--- config.mk ---
export PLATFORM = sky130hd
export DESIGN_NAME = mpu_io
export DESIGN_NICKNAME = d
export VERILOG_FILES = /design/src/mpu_pkg.sv /design/src/mpu_bus_ctrl.sv /design/src/mpu_lane_adapt.sv /design/src/mpu_pit.sv /design/src/mpu_pic.sv /design/src/mpu_io.sv
export VERILOG_INCLUDE_DIRS = /design/src /design/src/src
export SDC_FILE = /design/constraint.sdc
export NUM_CORES = 1
export LEC_CHECK = 0
export BUFFER_PORTS_ARGS = -buffer_cell sky130_fd_sc_hd__buf_4
export CAP_MARGIN = 25
export CORE_UTILIZATION = 30
export CTS_BUF_LIST = sky130_fd_sc_hd__clkbuf_4 sky130_fd_sc_hd__clkbuf_8
export CTS_CLUSTER_DIAMETER = 150
export CTS_CLUSTER_SIZE = 14
export DETAILED_ROUTE_END_ITERATION = 8
export GPL_TIMING_DRIVEN = 0
export PLACE_DENSITY = 0.58
export SLEW_MARGIN = 10
export SYNTH_ARGS = -nofsm -noshare
export SYNTH_HDL_FRONTEND = slang
export SYNTH_SLANG_ARGS = --single-unit
--- constraint.sdc ---
create_clock -name clk_i -period 11.8 [get_ports clk_i]
set_input_delay 0.59 -clock clk_i [delete_from_list [all_inputs] [get_ports clk_i]]
set_output_delay 0.59 -clock clk_i [all_outputs]
set_load 0.02 [all_outputs]
--- src/mpu_settings.svh ---
`ifndef MPU_SETTINGS_SVH
`define MPU_SETTINGS_SVH

// ===========================================================================
// address windows, compared against adr[31:12]
// ===========================================================================

// programmable interval timer
`define MPU_PIT_BASE 20'hFF960

// interrupt controller
`define MPU_PIC_BASE 20'hFF9C0

// ===========================================================================
// sizing
// ===========================================================================

// timer channels, 1 to 3; channel n drives interrupt source 29+n
`define MPU_PIT_CHANNELS 3

// external interrupt inputs, sources 1 to 28
`define MPU_IRQ_SOURCES 28

`endif

--- src/mpu_pkg.sv ---
`default_nettype none

package mpu_pkg;

	// ========================================================================
	// bus controller
	// ========================================================================

	// target of a captured request
	typedef enum logic [1:0] {
		REG_PIT,
		REG_PIC,
		REG_EXT
	} region_e;

	// request sequence
	// idle -> busy (target strobe up) -> ack (one cycle) -> done (one cycle)
	typedef enum logic [1:0] {
		ST_IDLE,
		ST_BUSY,
		ST_ACK,
		ST_DONE
	} bus_state_e;

	// ========================================================================
	// interrupt controller
	// ========================================================================

	// number of the highest enabled pending source, zero when none
	typedef logic [7:0] cause_t;

endpackage

`default_nettype wire

--- src/mpu_bus_ctrl.sv ---
`timescale 1ns/1ps
`default_nettype none

`include "mpu_settings.svh"

module mpu_bus_ctrl
	import mpu_pkg::*;
(
	input  wire           clk_i,
	input  wire           rst_i,
	// processor side
	input  wire           cyc_i,
	input  wire           stb_i,
	input  wire           we_i,
	input  wire  [15:0]   sel_i,
	input  wire  [31:0]   adr_i,
	input  wire  [127:0]  dat_i,
	output logic [127:0]  dat_o,
	output logic          ack_o,
	output logic          err_o,
	// registered request, shared by peripherals and external bus
	output logic          pit_stb_o,
	output logic          pic_stb_o,
	output logic          rq_we_o,
	output logic [15:0]   rq_sel_o,
	output logic [31:0]   rq_adr_o,
	output logic [127:0]  rq_dat_o,
	input  wire           pit_ack_i,
	input  wire           pic_ack_i,
	input  wire  [127:0]  loc_dat_i,
	// external bus
	output logic          xcyc_o,
	output logic          xstb_o,
	input  wire  [127:0]  xdat_i,
	input  wire           xack_i,
	input  wire           xerr_i
);

	bus_state_e state;
	region_e    rgn;
	region_e    dec_rgn;
	logic       fin_ack;
	logic       fin_err;

	// address decode on the upper 20 bits, anything else goes off chip
	always_comb begin
		if (adr_i[31:12] == `MPU_PIT_BASE)
			dec_rgn = REG_PIT;
		else if (adr_i[31:12] == `MPU_PIC_BASE)
			dec_rgn = REG_PIC;
		else
			dec_rgn = REG_EXT;
	end

	// completion of the current target
	// only the external bus can return an error
	always_comb begin
		fin_ack = 1'b0;
		fin_err = 1'b0;
		case (rgn)
		REG_PIT: fin_ack = pit_ack_i;
		REG_PIC: fin_ack = pic_ack_i;
		default: begin
			fin_ack = xack_i;
			fin_err = xerr_i & ~xack_i;
		end
		endcase
	end

	// ========================================================================
	// request FSM
	// ========================================================================
	always_ff @(posedge clk_i) begin
		if (rst_i) begin
			state     <= ST_IDLE;
			rgn       <= REG_EXT;
			ack_o     <= 1'b0;
			err_o     <= 1'b0;
			pit_stb_o <= 1'b0;
			pic_stb_o <= 1'b0;
			xcyc_o    <= 1'b0;
			xstb_o    <= 1'b0;
		end else begin
			case (state)
			ST_IDLE: begin
				// one strobe per request, raised on the capture edge
				if (cyc_i && stb_i) begin
					rgn       <= dec_rgn;
					pit_stb_o <= (dec_rgn == REG_PIT);
					pic_stb_o <= (dec_rgn == REG_PIC);
					xcyc_o    <= (dec_rgn == REG_EXT);
					xstb_o    <= (dec_rgn == REG_EXT);
					state     <= ST_BUSY;
				end
			end
			ST_BUSY: begin
				// no timeout, an external slave may stall forever
				if (fin_ack || fin_err) begin
					ack_o     <= fin_ack;
					err_o     <= fin_err;
					pit_stb_o <= 1'b0;
					pic_stb_o <= 1'b0;
					xcyc_o    <= 1'b0;
					xstb_o    <= 1'b0;
					state     <= ST_ACK;
				end
			end
			ST_ACK: begin
				ack_o <= 1'b0;
				err_o <= 1'b0;
				state <= ST_DONE;
			end
			// master drops stb here, so stb_i is not looked at
			default: state <= ST_IDLE;
			endcase
		end
	end

	// request and response payload
	always_ff @(posedge clk_i) begin
		if (state == ST_IDLE && cyc_i && stb_i) begin
			rq_we_o  <= we_i;
			rq_sel_o <= sel_i;
			rq_adr_o <= adr_i;
			rq_dat_o <= dat_i;
		end
		if (state == ST_BUSY && (fin_ack || fin_err))
			dat_o <= (rgn == REG_EXT) ? xdat_i : loc_dat_i;
	end

endmodule

`default_nettype wire

--- src/mpu_lane_adapt.sv ---
`timescale 1ns/1ps
`default_nettype none

module mpu_lane_adapt (
	// registered 128-bit request
	input  wire  [15:0]   rq_sel_i,
	input  wire  [31:0]   rq_adr_i,
	input  wire  [127:0]  rq_dat_i,
	// 32-bit peripheral side
	output logic [31:0]   p_adr_o,
	output logic [3:0]    p_sel_o,
	output logic [31:0]   p_dat_o,
	input  wire  [31:0]   pit_dat_i,
	input  wire  [31:0]   pic_dat_i,
	output logic [127:0]  loc_dat_o
);

	logic [3:0] lane_any;
	logic [1:0] lane;

	// one bit per 32-bit lane with any byte select set
	assign lane_any = {|rq_sel_i[15:12], |rq_sel_i[11:8], |rq_sel_i[7:4], |rq_sel_i[3:0]};

	// single active lane picks address bits 3:2 and the write word
	// multi-lane selects fall back to lane 0
	always_comb begin
		case (lane_any)
		4'b0010: lane = 2'd1;
		4'b0100: lane = 2'd2;
		4'b1000: lane = 2'd3;
		default: lane = 2'd0;
		endcase
	end

	assign p_adr_o = {rq_adr_i[31:4], lane, 2'b00};

	// byte enables of all lanes folded onto one word
	assign p_sel_o = rq_sel_i[15:12] | rq_sel_i[11:8] | rq_sel_i[7:4] | rq_sel_i[3:0];

	assign p_dat_o = rq_dat_i[32*lane +: 32];

	// idle peripherals return zero, so an OR merges them
	// the word shows up in every lane, the processor picks its own
	assign loc_dat_o = {4{pit_dat_i | pic_dat_i}};

endmodule

`default_nettype wire

--- src/mpu_pit.sv ---
`timescale 1ns/1ps
`default_nettype none

`include "mpu_settings.svh"

module mpu_pit (
	input  wire                          clk_i,
	input  wire                          rst_i,
	input  wire                          stb_i,
	input  wire                          we_i,
	input  wire  [5:0]                   adr_i,
	input  wire  [3:0]                   sel_i,
	input  wire  [31:0]                  dat_i,
	output logic [31:0]                  dat_o,
	output logic                         ack_o,
	output logic [`MPU_PIT_CHANNELS-1:0] tick_o
);

	localparam int CH = `MPU_PIT_CHANNELS;

	logic [31:0]   max_cnt [CH];
	logic [31:0]   cur_cnt [CH];
	logic [CH-1:0] en;
	logic [CH-1:0] ar;
	logic          acc;
	logic          wr;
	logic [31:0]   rd_word;

	// first strobe cycle only, the strobe is still up while ack is out
	assign acc = stb_i & ~ack_o;
	assign wr  = acc & we_i;

	// ========================================================================
	// register read, channel n at offset 16n
	// ========================================================================
	always_comb begin
		rd_word = '0;
		for (int n = 0; n < CH; n++) begin
			if (adr_i[5:4] == 2'(n)) begin
				case (adr_i[3:2])
				2'd0:    rd_word = max_cnt[n];
				2'd1:    rd_word = cur_cnt[n];
				2'd2:    rd_word = {30'd0, ar[n], en[n]};
				default: rd_word = '0;
				endcase
			end
		end
	end

	// one-cycle ack per strobe
	always_ff @(posedge clk_i) begin
		if (rst_i)
			ack_o <= 1'b0;
		else
			ack_o <= acc;
	end

	// read data is zero outside the ack cycle
	always_ff @(posedge clk_i)
		dat_o <= acc ? rd_word : '0;

	// ========================================================================
	// channel control and tick
	// ========================================================================
	always_ff @(posedge clk_i) begin
		if (rst_i) begin
			en     <= '0;
			ar     <= '0;
			tick_o <= '0;
		end else begin
			for (int n = 0; n < CH; n++) begin
				tick_o[n] <= 1'b0;
				// terminal count, one-shot channels switch off
				if (en[n] && cur_cnt[n] == 32'd0) begin
					tick_o[n] <= 1'b1;
					en[n]     <= ar[n];
				end
				// a bus write to control wins over the terminal count
				if (wr && adr_i[5:4] == 2'(n) && adr_i[3:2] == 2'd2 && sel_i[0]) begin
					en[n] <= dat_i[0];
					ar[n] <= dat_i[1];
				end
			end
		end
	end

	// counters
	always_ff @(posedge clk_i) begin
		for (int n = 0; n < CH; n++) begin
			if (en[n])
				cur_cnt[n] <= (cur_cnt[n] == 32'd0) ? max_cnt[n] : cur_cnt[n] - 32'd1;
			// max count, byte by byte
			if (wr && adr_i[5:4] == 2'(n) && adr_i[3:2] == 2'd0) begin
				for (int b = 0; b < 4; b++) begin
					if (sel_i[b])
						max_cnt[n][8*b +: 8] <= dat_i[8*b +: 8];
				end
			end
			// setting enable starts from max count
			if (wr && adr_i[5:4] == 2'(n) && adr_i[3:2] == 2'd2 && sel_i[0] && dat_i[0])
				cur_cnt[n] <= max_cnt[n];
		end
	end

endmodule

`default_nettype wire

--- src/mpu_pic.sv ---
`timescale 1ns/1ps
`default_nettype none

module mpu_pic
	import mpu_pkg::*;
(
	input  wire          clk_i,
	input  wire          rst_i,
	input  wire          stb_i,
	input  wire          we_i,
	input  wire  [3:0]   adr_i,
	input  wire  [31:0]  dat_i,
	output logic [31:0]  dat_o,
	output logic         ack_o,
	// interrupt sources, 0 does not exist
	input  wire  [31:1]  src_i,
	output logic [2:0]   irq_o,
	output cause_t       cause_o
);

	logic [31:1] src_q;
	logic [31:0] enable;
	logic [31:0] pending;
	logic [31:0] rise;
	logic [31:0] clr;
	logic [31:0] act;
	logic [2:0]  level;
	logic        acc;
	logic        wr;
	logic [31:0] rd_word;
	cause_t      enc;

	assign acc = stb_i & ~ack_o;
	assign wr  = acc & we_i;

	// rising edges, bit 0 stays clear
	assign rise = {src_i & ~src_q, 1'b0};

	// write one to clear on PENDING
	assign clr = (wr && adr_i[3:2] == 2'd1) ? dat_i : '0;

	assign act = pending & enable;

	// highest enabled pending source wins
	always_comb begin
		enc = '0;
		for (int i = 1; i < 32; i++) begin
			if (act[i])
				enc = cause_t'(i);
		end
	end

	// ========================================================================
	// register file
	// ENABLE 0, PENDING 4, LEVEL 8, CAUSE 12
	// ========================================================================
	always_comb begin
		case (adr_i[3:2])
		2'd0:    rd_word = enable;
		2'd1:    rd_word = pending;
		2'd2:    rd_word = {29'd0, level};
		default: rd_word = {24'd0, cause_o};
		endcase
	end

	always_ff @(posedge clk_i) begin
		if (rst_i) begin
			src_q   <= '0;
			enable  <= '0;
			pending <= '0;
			level   <= '0;
			irq_o   <= '0;
			cause_o <= '0;
			ack_o   <= 1'b0;
		end else begin
			src_q <= src_i;
			ack_o <= acc;
			// a new edge beats a clear in the same cycle
			pending <= (pending & ~clr) | rise;
			if (wr && adr_i[3:2] == 2'd0)
				enable <= dat_i;
			if (wr && adr_i[3:2] == 2'd2)
				level <= dat_i[2:0];
			// outputs follow pending by one edge
			irq_o   <= (|act) ? level : 3'd0;
			cause_o <= enc;
		end
	end

	// zero outside the ack cycle
	always_ff @(posedge clk_i)
		dat_o <= acc ? rd_word : '0;

endmodule

`default_nettype wire

--- src/mpu_io.sv ---
`timescale 1ns/1ps
`default_nettype none

`include "mpu_settings.svh"

module mpu_io
	import mpu_pkg::*;
(
	input  wire                         clk_i,
	input  wire                         rst_i,
	// processor bus
	input  wire                         cyc_i,
	input  wire                         stb_i,
	input  wire                         we_i,
	input  wire  [15:0]                 sel_i,
	input  wire  [31:0]                 adr_i,
	input  wire  [127:0]                dat_i,
	output logic [127:0]                dat_o,
	output logic                        ack_o,
	output logic                        err_o,
	// external bus
	output logic                        xcyc_o,
	output logic                        xstb_o,
	output logic                        xwe_o,
	output logic [15:0]                 xsel_o,
	output logic [31:0]                 xadr_o,
	output logic [127:0]                xdat_o,
	input  wire  [127:0]                xdat_i,
	input  wire                         xack_i,
	input  wire                         xerr_i,
	// interrupts
	input  wire  [`MPU_IRQ_SOURCES-1:0] irq_src_i,
	output logic [2:0]                  irq_o,
	output cause_t                      cause_o
);

	logic                         pit_stb;
	logic                         pic_stb;
	logic                         rq_we;
	logic [15:0]                  rq_sel;
	logic [31:0]                  rq_adr;
	logic [127:0]                 rq_dat;
	logic                         pit_ack;
	logic                         pic_ack;
	logic [127:0]                 loc_dat;
	logic [31:0]                  p_adr;
	logic [3:0]                   p_sel;
	logic [31:0]                  p_dat;
	logic [31:0]                  pit_dat;
	logic [31:0]                  pic_dat;
	logic [`MPU_PIT_CHANNELS-1:0] tick;
	logic [31:1]                  pic_src;

	// ========================================================================
	// request capture and routing
	// ========================================================================
	mpu_bus_ctrl u_ctrl (
		.clk_i     (clk_i),
		.rst_i     (rst_i),
		.cyc_i     (cyc_i),
		.stb_i     (stb_i),
		.we_i      (we_i),
		.sel_i     (sel_i),
		.adr_i     (adr_i),
		.dat_i     (dat_i),
		.dat_o     (dat_o),
		.ack_o     (ack_o),
		.err_o     (err_o),
		.pit_stb_o (pit_stb),
		.pic_stb_o (pic_stb),
		.rq_we_o   (rq_we),
		.rq_sel_o  (rq_sel),
		.rq_adr_o  (rq_adr),
		.rq_dat_o  (rq_dat),
		.pit_ack_i (pit_ack),
		.pic_ack_i (pic_ack),
		.loc_dat_i (loc_dat),
		.xcyc_o    (xcyc_o),
		.xstb_o    (xstb_o),
		.xdat_i    (xdat_i),
		.xack_i    (xack_i),
		.xerr_i    (xerr_i)
	);

	// external bus carries the registered request as is
	assign xwe_o  = rq_we;
	assign xsel_o = rq_sel;
	assign xadr_o = rq_adr;
	assign xdat_o = rq_dat;

	mpu_lane_adapt u_lane (
		.rq_sel_i  (rq_sel),
		.rq_adr_i  (rq_adr),
		.rq_dat_i  (rq_dat),
		.p_adr_o   (p_adr),
		.p_sel_o   (p_sel),
		.p_dat_o   (p_dat),
		.pit_dat_i (pit_dat),
		.pic_dat_i (pic_dat),
		.loc_dat_o (loc_dat)
	);

	// ========================================================================
	// peripherals
	// ========================================================================
	mpu_pit u_pit (
		.clk_i  (clk_i),
		.rst_i  (rst_i),
		.stb_i  (pit_stb),
		.we_i   (rq_we),
		.adr_i  (p_adr[5:0]),
		.sel_i  (p_sel),
		.dat_i  (p_dat),
		.dat_o  (pit_dat),
		.ack_o  (pit_ack),
		.tick_o (tick)
	);

	// timer channel n on source 29+n, missing channels read as zero
	assign pic_src = {3'(tick), irq_src_i};

	mpu_pic u_pic (
		.clk_i   (clk_i),
		.rst_i   (rst_i),
		.stb_i   (pic_stb),
		.we_i    (rq_we),
		.adr_i   (p_adr[3:0]),
		.dat_i   (p_dat),
		.dat_o   (pic_dat),
		.ack_o   (pic_ack),
		.src_i   (pic_src),
		.irq_o   (irq_o),
		.cause_o (cause_o)
	);

endmodule

`default_nettype wire

==> results of run 1 <==
==> worst paths after layout <==
check                      from                to  slack (ns)  depth (start not counted)
max          u_ctrl.rq_sel_o[0]   u_pic.dat_o[14]        7.09                          8
min                  xdat_i[26]  u_ctrl.dat_o[26]        0.09                          2
max reg2reg  u_ctrl.rq_sel_o[0]   u_pic.dat_o[14]        7.09                          8
min reg2reg        u_ctrl.ack_o      u_ctrl.ack_o        0.47                          2
==> stage by stage <==
stage               util (%)  std cells  hold slack (ns)
finish                  40.9       4509           0.0884
global route            40.9       4508           0.0325
CTS                     40.9       4502         0.000469
detailed placement      37.4       4184            0.454
global placement        37.1       4168            0.449
floorplan                  -       2249            0.430
==> per-layer routing <==
metal  track usage (%)  wire (um)
met5                 0         11
met4              8.87       4390
met3              4.19       7570
met2              36.9      52500
met1              26.0      42600
==> registers in the layout (all words and copies together), names as in the netlist, 32 cells and up <==
signal,count
u_pic.pending,32
u_ctrl.rq_adr_o,32
u_ctrl.rq_dat_o,128
u_pic.dat_o,32
u_pit.max_cnt,96
u_pic.enable,32
u_pit.dat_o,32
u_ctrl.dat_o,128
u_pit.cur_cnt,96
==> logic make-up (layout without fill, tap and decap cells) <==
kind of cell / Yosys count / count (layout) / synth area share [%]
AOI/OAI and AO/OA: 477 / 477 / 12.4
xor gates and xnor gates: 81 / 81 / 2.47
adders and majority gates: 9 / 9 / 0.393
buffers and inverters: 137 / 1128 / 1.90
DFF: 687 / 687 / 65.3
muxes: 101 / 101 / 3.94
other: 1 / 7 / 0.0131
and+or+nand+nor: 754 / 754 / 13.6
==> synthesized netlist by cell type (16+ instances only) <==
cell type    n
clkbuf_1    99
dfxtp_1    190
and2_1      16
nand2_1    130
or4_1       21
o22ai_1     24
a311oi_1    32
and4_1      25
nor2b_1     69
a21oi_1     44
o21a_1     131
nor3_1      81
a22oi_1    104
a22o_1      48
edfxtp_1   497
xor2_1      57
nand2b_1    24
nor4_1      27
mux2_1      93
xnor2_1     24
nand3_1     63
or3_1       56
nor2_1     200
==> layout make-up <==
cell class | count | share of cell area, %
Sequential cell | 687 | 48.3
Inverter | 16 | 0.174
Clock inverter | 5 | 0.155
Tap cell | 1265 | 4.08
Timing Repair Buffer | 887 | 18.9
Clock buffer | 99 | 2.80
Buffer | 121 | 1.25
Multi-Input combinational cell | 1425 | 24.3
Antenna cell | 4 | 0.0258
==> power by group <==
group          total (mW)  leakage [nW]  internal [mW]  switching, mW
Clock                1.45         0.625          0.584          0.863
Combinational        1.24          7.42          0.503          0.732
Sequential           2.99          6.09           2.88          0.107
==> critical path, stage by stage (launching register included) <==
cell and delay, ns:
edfxtp_1 0.54, or4_1 0.54, clkbuf_1 0.19, nor4_1 0.49
clkbuf_1 0.80, buf_1 0.86, clkbuf_1 0.46, a22oi_1 0.13
nor2_1 0.48
==> summary.txt, run 1 <==
Power and ir drop
  – Total power: between 5 and 6 mW
  – VDD IR max: 0.105 mV
  – Lkg Pwr: 14.1 nW
  – Power Density: 146 mW/mm^2

GRT
  – Vias in the first global route: 23.1k
  – Largest net degree at the start of global routing: approximately 110
  – GR Overflow Total: 0
  – Initial antenna violation count: 3
  – Tot GR Track Use: 21.4%
  – Global-route wire length before repair: 154 mm

Clocking
  – # hold bufs at CTS: ~210
  – # resized after CTS: 0
  – Clk sinks: 687
  – H-tree depth: 2
  – Clk Latency, worst-skew pair: 0.80 ns
  – CTS tree: done
  – CTS buffer count: 55
  – Clk pin slew, worst setup/hold paths: 0.10 ns
  – Setup bufs post-CTS: 0
  – Root Buffer: clkbuf_8
  – CTS max path bufs: 3

Synth
  – Post-synthesis sequential area ratio: 65.3%
  – Register bit count reported by yosys: 687
  – Post-Syn Area: 0.0287 sq mm
  – Avg Cell Area, Syn: 12.8 sq um
  – Asr flop ratio synth: 0%
  – Distinct cell type count after synthesis: 70
  – Cell taking the most area after synthesis: edfxtp_1
  – YS warnings: 0
  – Cells after synthesis: 2247
  – Synth top area share: 52.0%
  – Synth Flop Type: edfxtp_1
  – Post-synth EDFFs: just under 500
  – Largest cells by area after synthesis: edfxtp_1, dfxtp_1, mux2_1, o21a_1, a22oi_1

Die
  – I/O Pins: 659
  – Floorplan core area: between 0.09 and 0.1 sq mm
  – Row cnt: ~110
  – Chip Width: roughly 310 um
  – Initial Util: about 30%
  – Die Y: a little over 300 um
  – Die Area: 0.0968 sq mm

Critical path
  – Required time worst endpoint: 12.39 ns
  – CP Capture Type: flop
  – Startpoint Class: flop
  – Crit Path Category: reg2reg
  – Largest fanout on the critical path: 10
  – Crit path DAT: around 5.3 ns

Layout
  – Footprint of the multi-input gates: about 0.0094 sq mm
  – Post-route cell area: roughly 0.039 sq mm
  – Layout fillers: 9042
  – Commonest non-fill, non-tap cell in the layout: buf_4
  – Area growth from synthesis to layout: 35.3%
  – Final net count: 3541
  – Reg area: 0.0187 sq mm
  – Commonest cells after routing, fill and taps aside: buf_4, edfxtp_1, dlygate4sd3_1, nor2_1, dfxtp_1
  – Layout cells sized above 1: 25.2%

Flow run
  – Maxcap violations: 0

Place
  – DPL Wire Length: 81.9 mm
  – Routability cong.: just over 0.9
  – Placed Area: around 0.035 sq mm
  – Setup WS pre-CTS: 7.25 ns
  – IO Port Bufs: 654

Hold path
  – Hold crit path type: in2reg

Route
  – DRT Pass-1 Iters: 6
  – DR iter-0 viols: 1768
  – Via density: ~5
  – Vias: approximately 23k
  – Wire per inst: 23.8 um
  – Post-detailed-route count of antenna-violating nets: 0
  – Residual DRC: 0
  – Final wirelength: 107 mm

STA
  – Fin crit period: 4.71 ns
  – Setup ws final: 7.09 ns
  – RSZ-0062 raised after global routing: no
  – Final count of pins violating max slew: 0
  – Post-route clock period utilization: 39.9%
  – Setup tns final: 0 ns
  – Final setup skew: around 0.052 ns
  – Worst-Margin Slew: 1.31 ns
  – Slew HR: about an eighth
  – Endpoints failing hold: 0
  – Final setup viols: 0
  – Fmax: 212 MHz

Outcome
  – Status: finished clean
No activity file was read; power rests on OpenSTA's default activity.
==> run 2, diff against run 1 <==
--- a/config.mk
+++ b/config.mk
@@ -6,6 +6,7 @@
 export SDC_FILE = /design/constraint.sdc
 export NUM_CORES = 1
 export LEC_CHECK = 0
+export ABC_AREA = 1
 export BUFFER_PORTS_ARGS = -buffer_cell sky130_fd_sc_hd__buf_4
 export CAP_MARGIN = 25
 export CORE_UTILIZATION = 30
==> constraint.sdc (replaced) <==
create_clock -name clk_i -period 4.9 [get_ports clk_i]
set_input_delay 0.245 -clock clk_i [delete_from_list [all_inputs] [get_ports clk_i]]
set_output_delay 0.245 -clock clk_i [all_outputs]
set_load 0.02 [all_outputs]
==> run 2 against run 1 <==
Net effect:
- combinational power grew to 2.7 times the previous value
- hold slack worse by 0.0013 ns
- first-iteration DRC count is 66% higher
- synthesized cell count is 18% higher
- critical path type unchanged
- largest cell class unchanged
- largest power group unchanged
- highest routed layer is now met4
==> summary.txt, run 2 <==
Layout
  – Footprint of the multi-input gates: 0.00826 sq mm (-13%)
  – Fin util: 42.6% (+1.7 points)
  – Biggest registers after layout: u_ctrl.dat_o x128, u_ctrl.rq_dat_o x128
  – Final net count: 4079 (+15%)
  – Layout fillers: 8932 (-1.2%)
  – Area growth from synthesis to layout: 40.3%
  – Reg area: 0.0187 sq mm (unchanged)
  – Commonest cells after routing, fill and taps aside: buf_4, edfxtp_1, nand2_1, dlygate4sd3_1, nor2_1
  – Commonest non-fill, non-tap cell in the layout: buf_4
  – Layout cells sized above 1: 23.0% (-2.2 points)
  – Final instance count without filler cells: 5033 (+12%)

Die
  – Die Area: 0.0959 sq mm (-0.95%)
  – I/O Pins: 659 (unchanged)
  – Row cnt: 112 (-0.88%)
  – Chip Width: 310 um (-0.48%)
  – Initial Util: 30.3% (+0.11 points)
  – Floorplan core area: 0.0936 sq mm (-1.3%)
  – Die Y: 310 um (-0.48%)

STA
  – Endpoints failing hold: 0 (unchanged)
  – Final count of pins violating max slew: 0 (unchanged)
  – Worst-Margin Slew: 1.17 ns (-0.145 ns)
  – Fmax: 230 MHz (+8.5%)
  – Post-route clock period utilization: 88.6% (+49 points)
  – Final setup skew: 0.0412 ns (-0.0105 ns)
  – Fin crit period: 4.34 ns (-0.370 ns)
  – Setup ws final: 0.560 ns (-6.53 ns)
  – RSZ-0062 raised after global routing: no
  – Slew HR: 21.4% (+9.7 points)
  – Final setup viols: 0 (unchanged)

Synth
  – Cell taking the most area after synthesis: edfxtp_1
  – Register bit count reported by yosys: 687 (unchanged)
  – Post-Syn Area: 0.0284 sq mm (-0.96%)
  – Synth top area share: 52.5% (+0.50 points)
  – Post-synth EDFFs: 497 (unchanged)
  – Synth Flop Type: edfxtp_1
  – Top cells by count, synth: edfxtp_1, nand2_1, nor2_1, inv_1, dfxtp_1
  – Largest cells by area after synthesis: edfxtp_1, dfxtp_1, nand2_1, nor2_1, inv_1
  – Post-synthesis sequential area ratio: 65.9% (+0.63 points)
  – Distinct cell type count after synthesis: 50 (-29%)
  – Cells after synthesis: 2651 (+18%)
  – YS warnings: 0 (unchanged)
  – Avg Cell Area, Syn: 10.7 sq um (-16%)
  – Most frequent cell after synthesis: edfxtp_1
  – Asr flop ratio synth: 0% (unchanged)

Critical path
  – FF-to-FF End: u_pit.max_cnt[1][16]
  – RR Startpoint: u_ctrl.rq_sel_o[5]
  – CP delay by family, top: simple AND/OR/NAND/NOR gates
  – Largest fanout on the critical path: 10 (unchanged)
  – CP Capture Type: flop
  – R2R depth: 10 (+2)
  – R2r setup slk: 0.56 ns (-6.53 ns)
  – Worst path max stage delay: 0.75 ns (-0.11 ns)
  – Crit path DAT: 4.71 ns (-0.59 ns)
  – Required time worst endpoint: 5.27 ns (-7.12 ns)
  – CP Buf/Inv Count: 3 (-1)
  – Slowest-stage cell, CP: nor2_1
  – Crit-path cells: nor4_4 > nor2_1 > nand2_2 > nand2_2 > nor2_1 > buf_2 > buf_2 > buf_2 > nand4_1 > nor2_1
  – Startpoint Class: flop
  – Crit Path Category: reg2reg

Outcome
  – Status: finished clean

GRT
  – Vias in the first global route: 24.3k (+5.2%)
  – GR Overflow Total: 0 (unchanged)
  – Busiest grt layer: met2
  – Met2 Use GR: 39.7% (+2.8 points)
  – GR met3 Demand/Resource: 3.82% (-0.37 points)
  – Initial antenna violation count: 7 (+4)
  – Met1 Track Usage GR: 30.5% (+4.5 points)
  – Global-route wire length before repair: 166 mm (+7.8%)
  – Largest net degree at the start of global routing: 34 (-70%)
  – Tot GR Track Use: 24.1% (+2.6 points)

Clocking
  – CTS buffer count: 55 (unchanged)
  – Clk sinks: 687 (unchanged)
  – Clk pin slew, worst setup/hold paths: 0.10 ns (about the same)
  – Setup bufs post-CTS: 0 (unchanged)
  – H-tree depth: 2 (unchanged)
  – Root Buffer: clkbuf_8
  – # resized after CTS: 0 (unchanged)
  – CTS max path bufs: 3 (unchanged)
  – Clk Latency, worst-skew pair: 0.75 ns (-0.05 ns)
  – CTS tree: done

Route
  – Post-detailed-route count of antenna-violating nets: 0 (unchanged)
  – Final wirelength: 121 mm (+13%)
  – Via density: 5.06 (about the same)
  – DR iter-0 viols: 2930 (+66%)
  – Residual DRC: 0 (unchanged)
  – DRT Pass-1 Iters: 6 (unchanged)
  – Vias: 25.5k (+12%)
  – Wire per inst: 24.1 um (+1.3%)

Hold path
  – WHS Path Cells: 3 (+1)
  – Worst Hold End: u_ctrl.rq_dat_o[11]
  – Hold_sp: cyc_i
  – Hold crit path type: in2reg

Power and ir drop
  – Flop pwr share: 52.0% (-0.7 points)
  – Part of the power in the clock network: 24.2% (-1.3 points)
  – VDD IR max: 0.287 mV (+170%)
  – Sw Ratio: 31.6% (+1.6 points)
  – Lkg Pwr: 16.4 nW (+16%)
  – Internal: 9.58 mW (+140%)
  – Net load switching power: 4.42 mW (+160%)
  – Power Density: 351 mW/mm^2 (+140%)
  – Gate power share: 23.8% (+2.0 points)

Place
  – DPL Wire Length: 92.3 mm (+13%)
  – Setup WS pre-CTS: 0.600 ns (-6.65 ns)
  – DP Cell Count: 4591 (+9.7%)
  – IO Port Bufs: 654 (unchanged)
  – Routability cong.: 1.04 (+13%)

Flow run
  – Maxcap violations: 0 (unchanged)
-- run 2: cell count changes after synthesis, sizes merged, moves of 88 or more --
cell and delta:
mux2 -94, nand2 +293, nor2 +88, o21ai +183, nand3 +94, o21a -131
inv +246
-- run 2: logic make-up (layout without fill, tap and decap cells) --
family          Yosys count  after routing  synth area share, %
xor+xnor                 59             59                 1.82
compound gates          564            564                 12.2
buf+inv                 388           1508                 5.26
other cells               1              9               0.0132
fa+ha+maj                 9              9                0.396
flops                   687            687                 65.9
simple gates            943            943                 14.4
-- run 2: how the worst max path moves through the flow --
stage               slack [ns]                    to  depth (start not counted)               start
floorplan                 0.39       u_ctrl.dat_o[0]                          4       u_ctrl.rgn[1]
global placement         -1.89      u_ctrl.dat_o[55]                          7       u_ctrl.rgn[0]
detailed placement        0.60  u_pit.max_cnt[1][23]                         10  u_ctrl.rq_sel_o[5]
CTS                       0.58  u_pit.max_cnt[1][23]                         10  u_ctrl.rq_sel_o[5]
global route              0.36  u_pit.max_cnt[1][16]                         10  u_ctrl.rq_sel_o[5]
finish                    0.56  u_pit.max_cnt[1][16]                         10  u_ctrl.rq_sel_o[5]
-- run 2: power by group through the flow --
stage          sequential (mW)  combinational, mW  clock, mW
6_report                  7.28               3.33       3.38
5_1_grt                   7.33               3.53       3.62
4_1_cts                   7.28               3.31       3.44
3_5_place_dp              7.41               3.07          0
3_3_place_gp              7.48               2.94          0
2_1_floorplan             7.83               1.02          0
-- run 2: worst register-to-register path, stage by stage, from the launching register on --
cell and delay, ns:
edfxtp_1 0.52, nor4_4 0.43, nor2_1 0.10, nand2_2 0.25, nand2_2 0.25, nor2_1 0.33, buf_2 0.42, buf_2 0.33
buf_2 0.30, nand4_1 0.26, nor2_1 0.75
-- run 2: routing by layer --
metal	up-vias	share of wire (%)
met4	0	5.3
met2	1481	47
met5	-	0
met3	259	8.2
met1	12200	39
li1	11500	-
-- run 2: area by class of cell --
type	instances	area share, %
Sequential cell	687	47.0
Timing Repair Buffer	1021	21.8
Multi-Input combinational cell	1578	20.7
Tap cell	1254	3.94
Clock buffer	94	2.63
Inverter	266	2.50
Buffer	122	1.24
Clock inverter	5	0.116
Antenna cell	6	0.0377
-- run 2: per-stage QoR --
stage | instance area, sq um | setup TNS (ns) | hold slack [ns] | power (mW)
CTS | 39800 | 0 | 0.0366 | 14.0
finish | 39900 | 0 | 0.0872 | 14.0
global route | 39900 | 0 | 0.116 | 14.5
global placement | 34900 | -331.65 | 0.411 | 10.4
floorplan | 28400 | 0 | 0.344 | 8.85
detailed placement | 35400 | 0 | 0.417 | 10.5
-- run 2: timing repair --
action                     4_1_cts  5_1_grt
setup endpoints to repair        0        0
hold buffers                   337        0
hold endpoints to repair       365        0
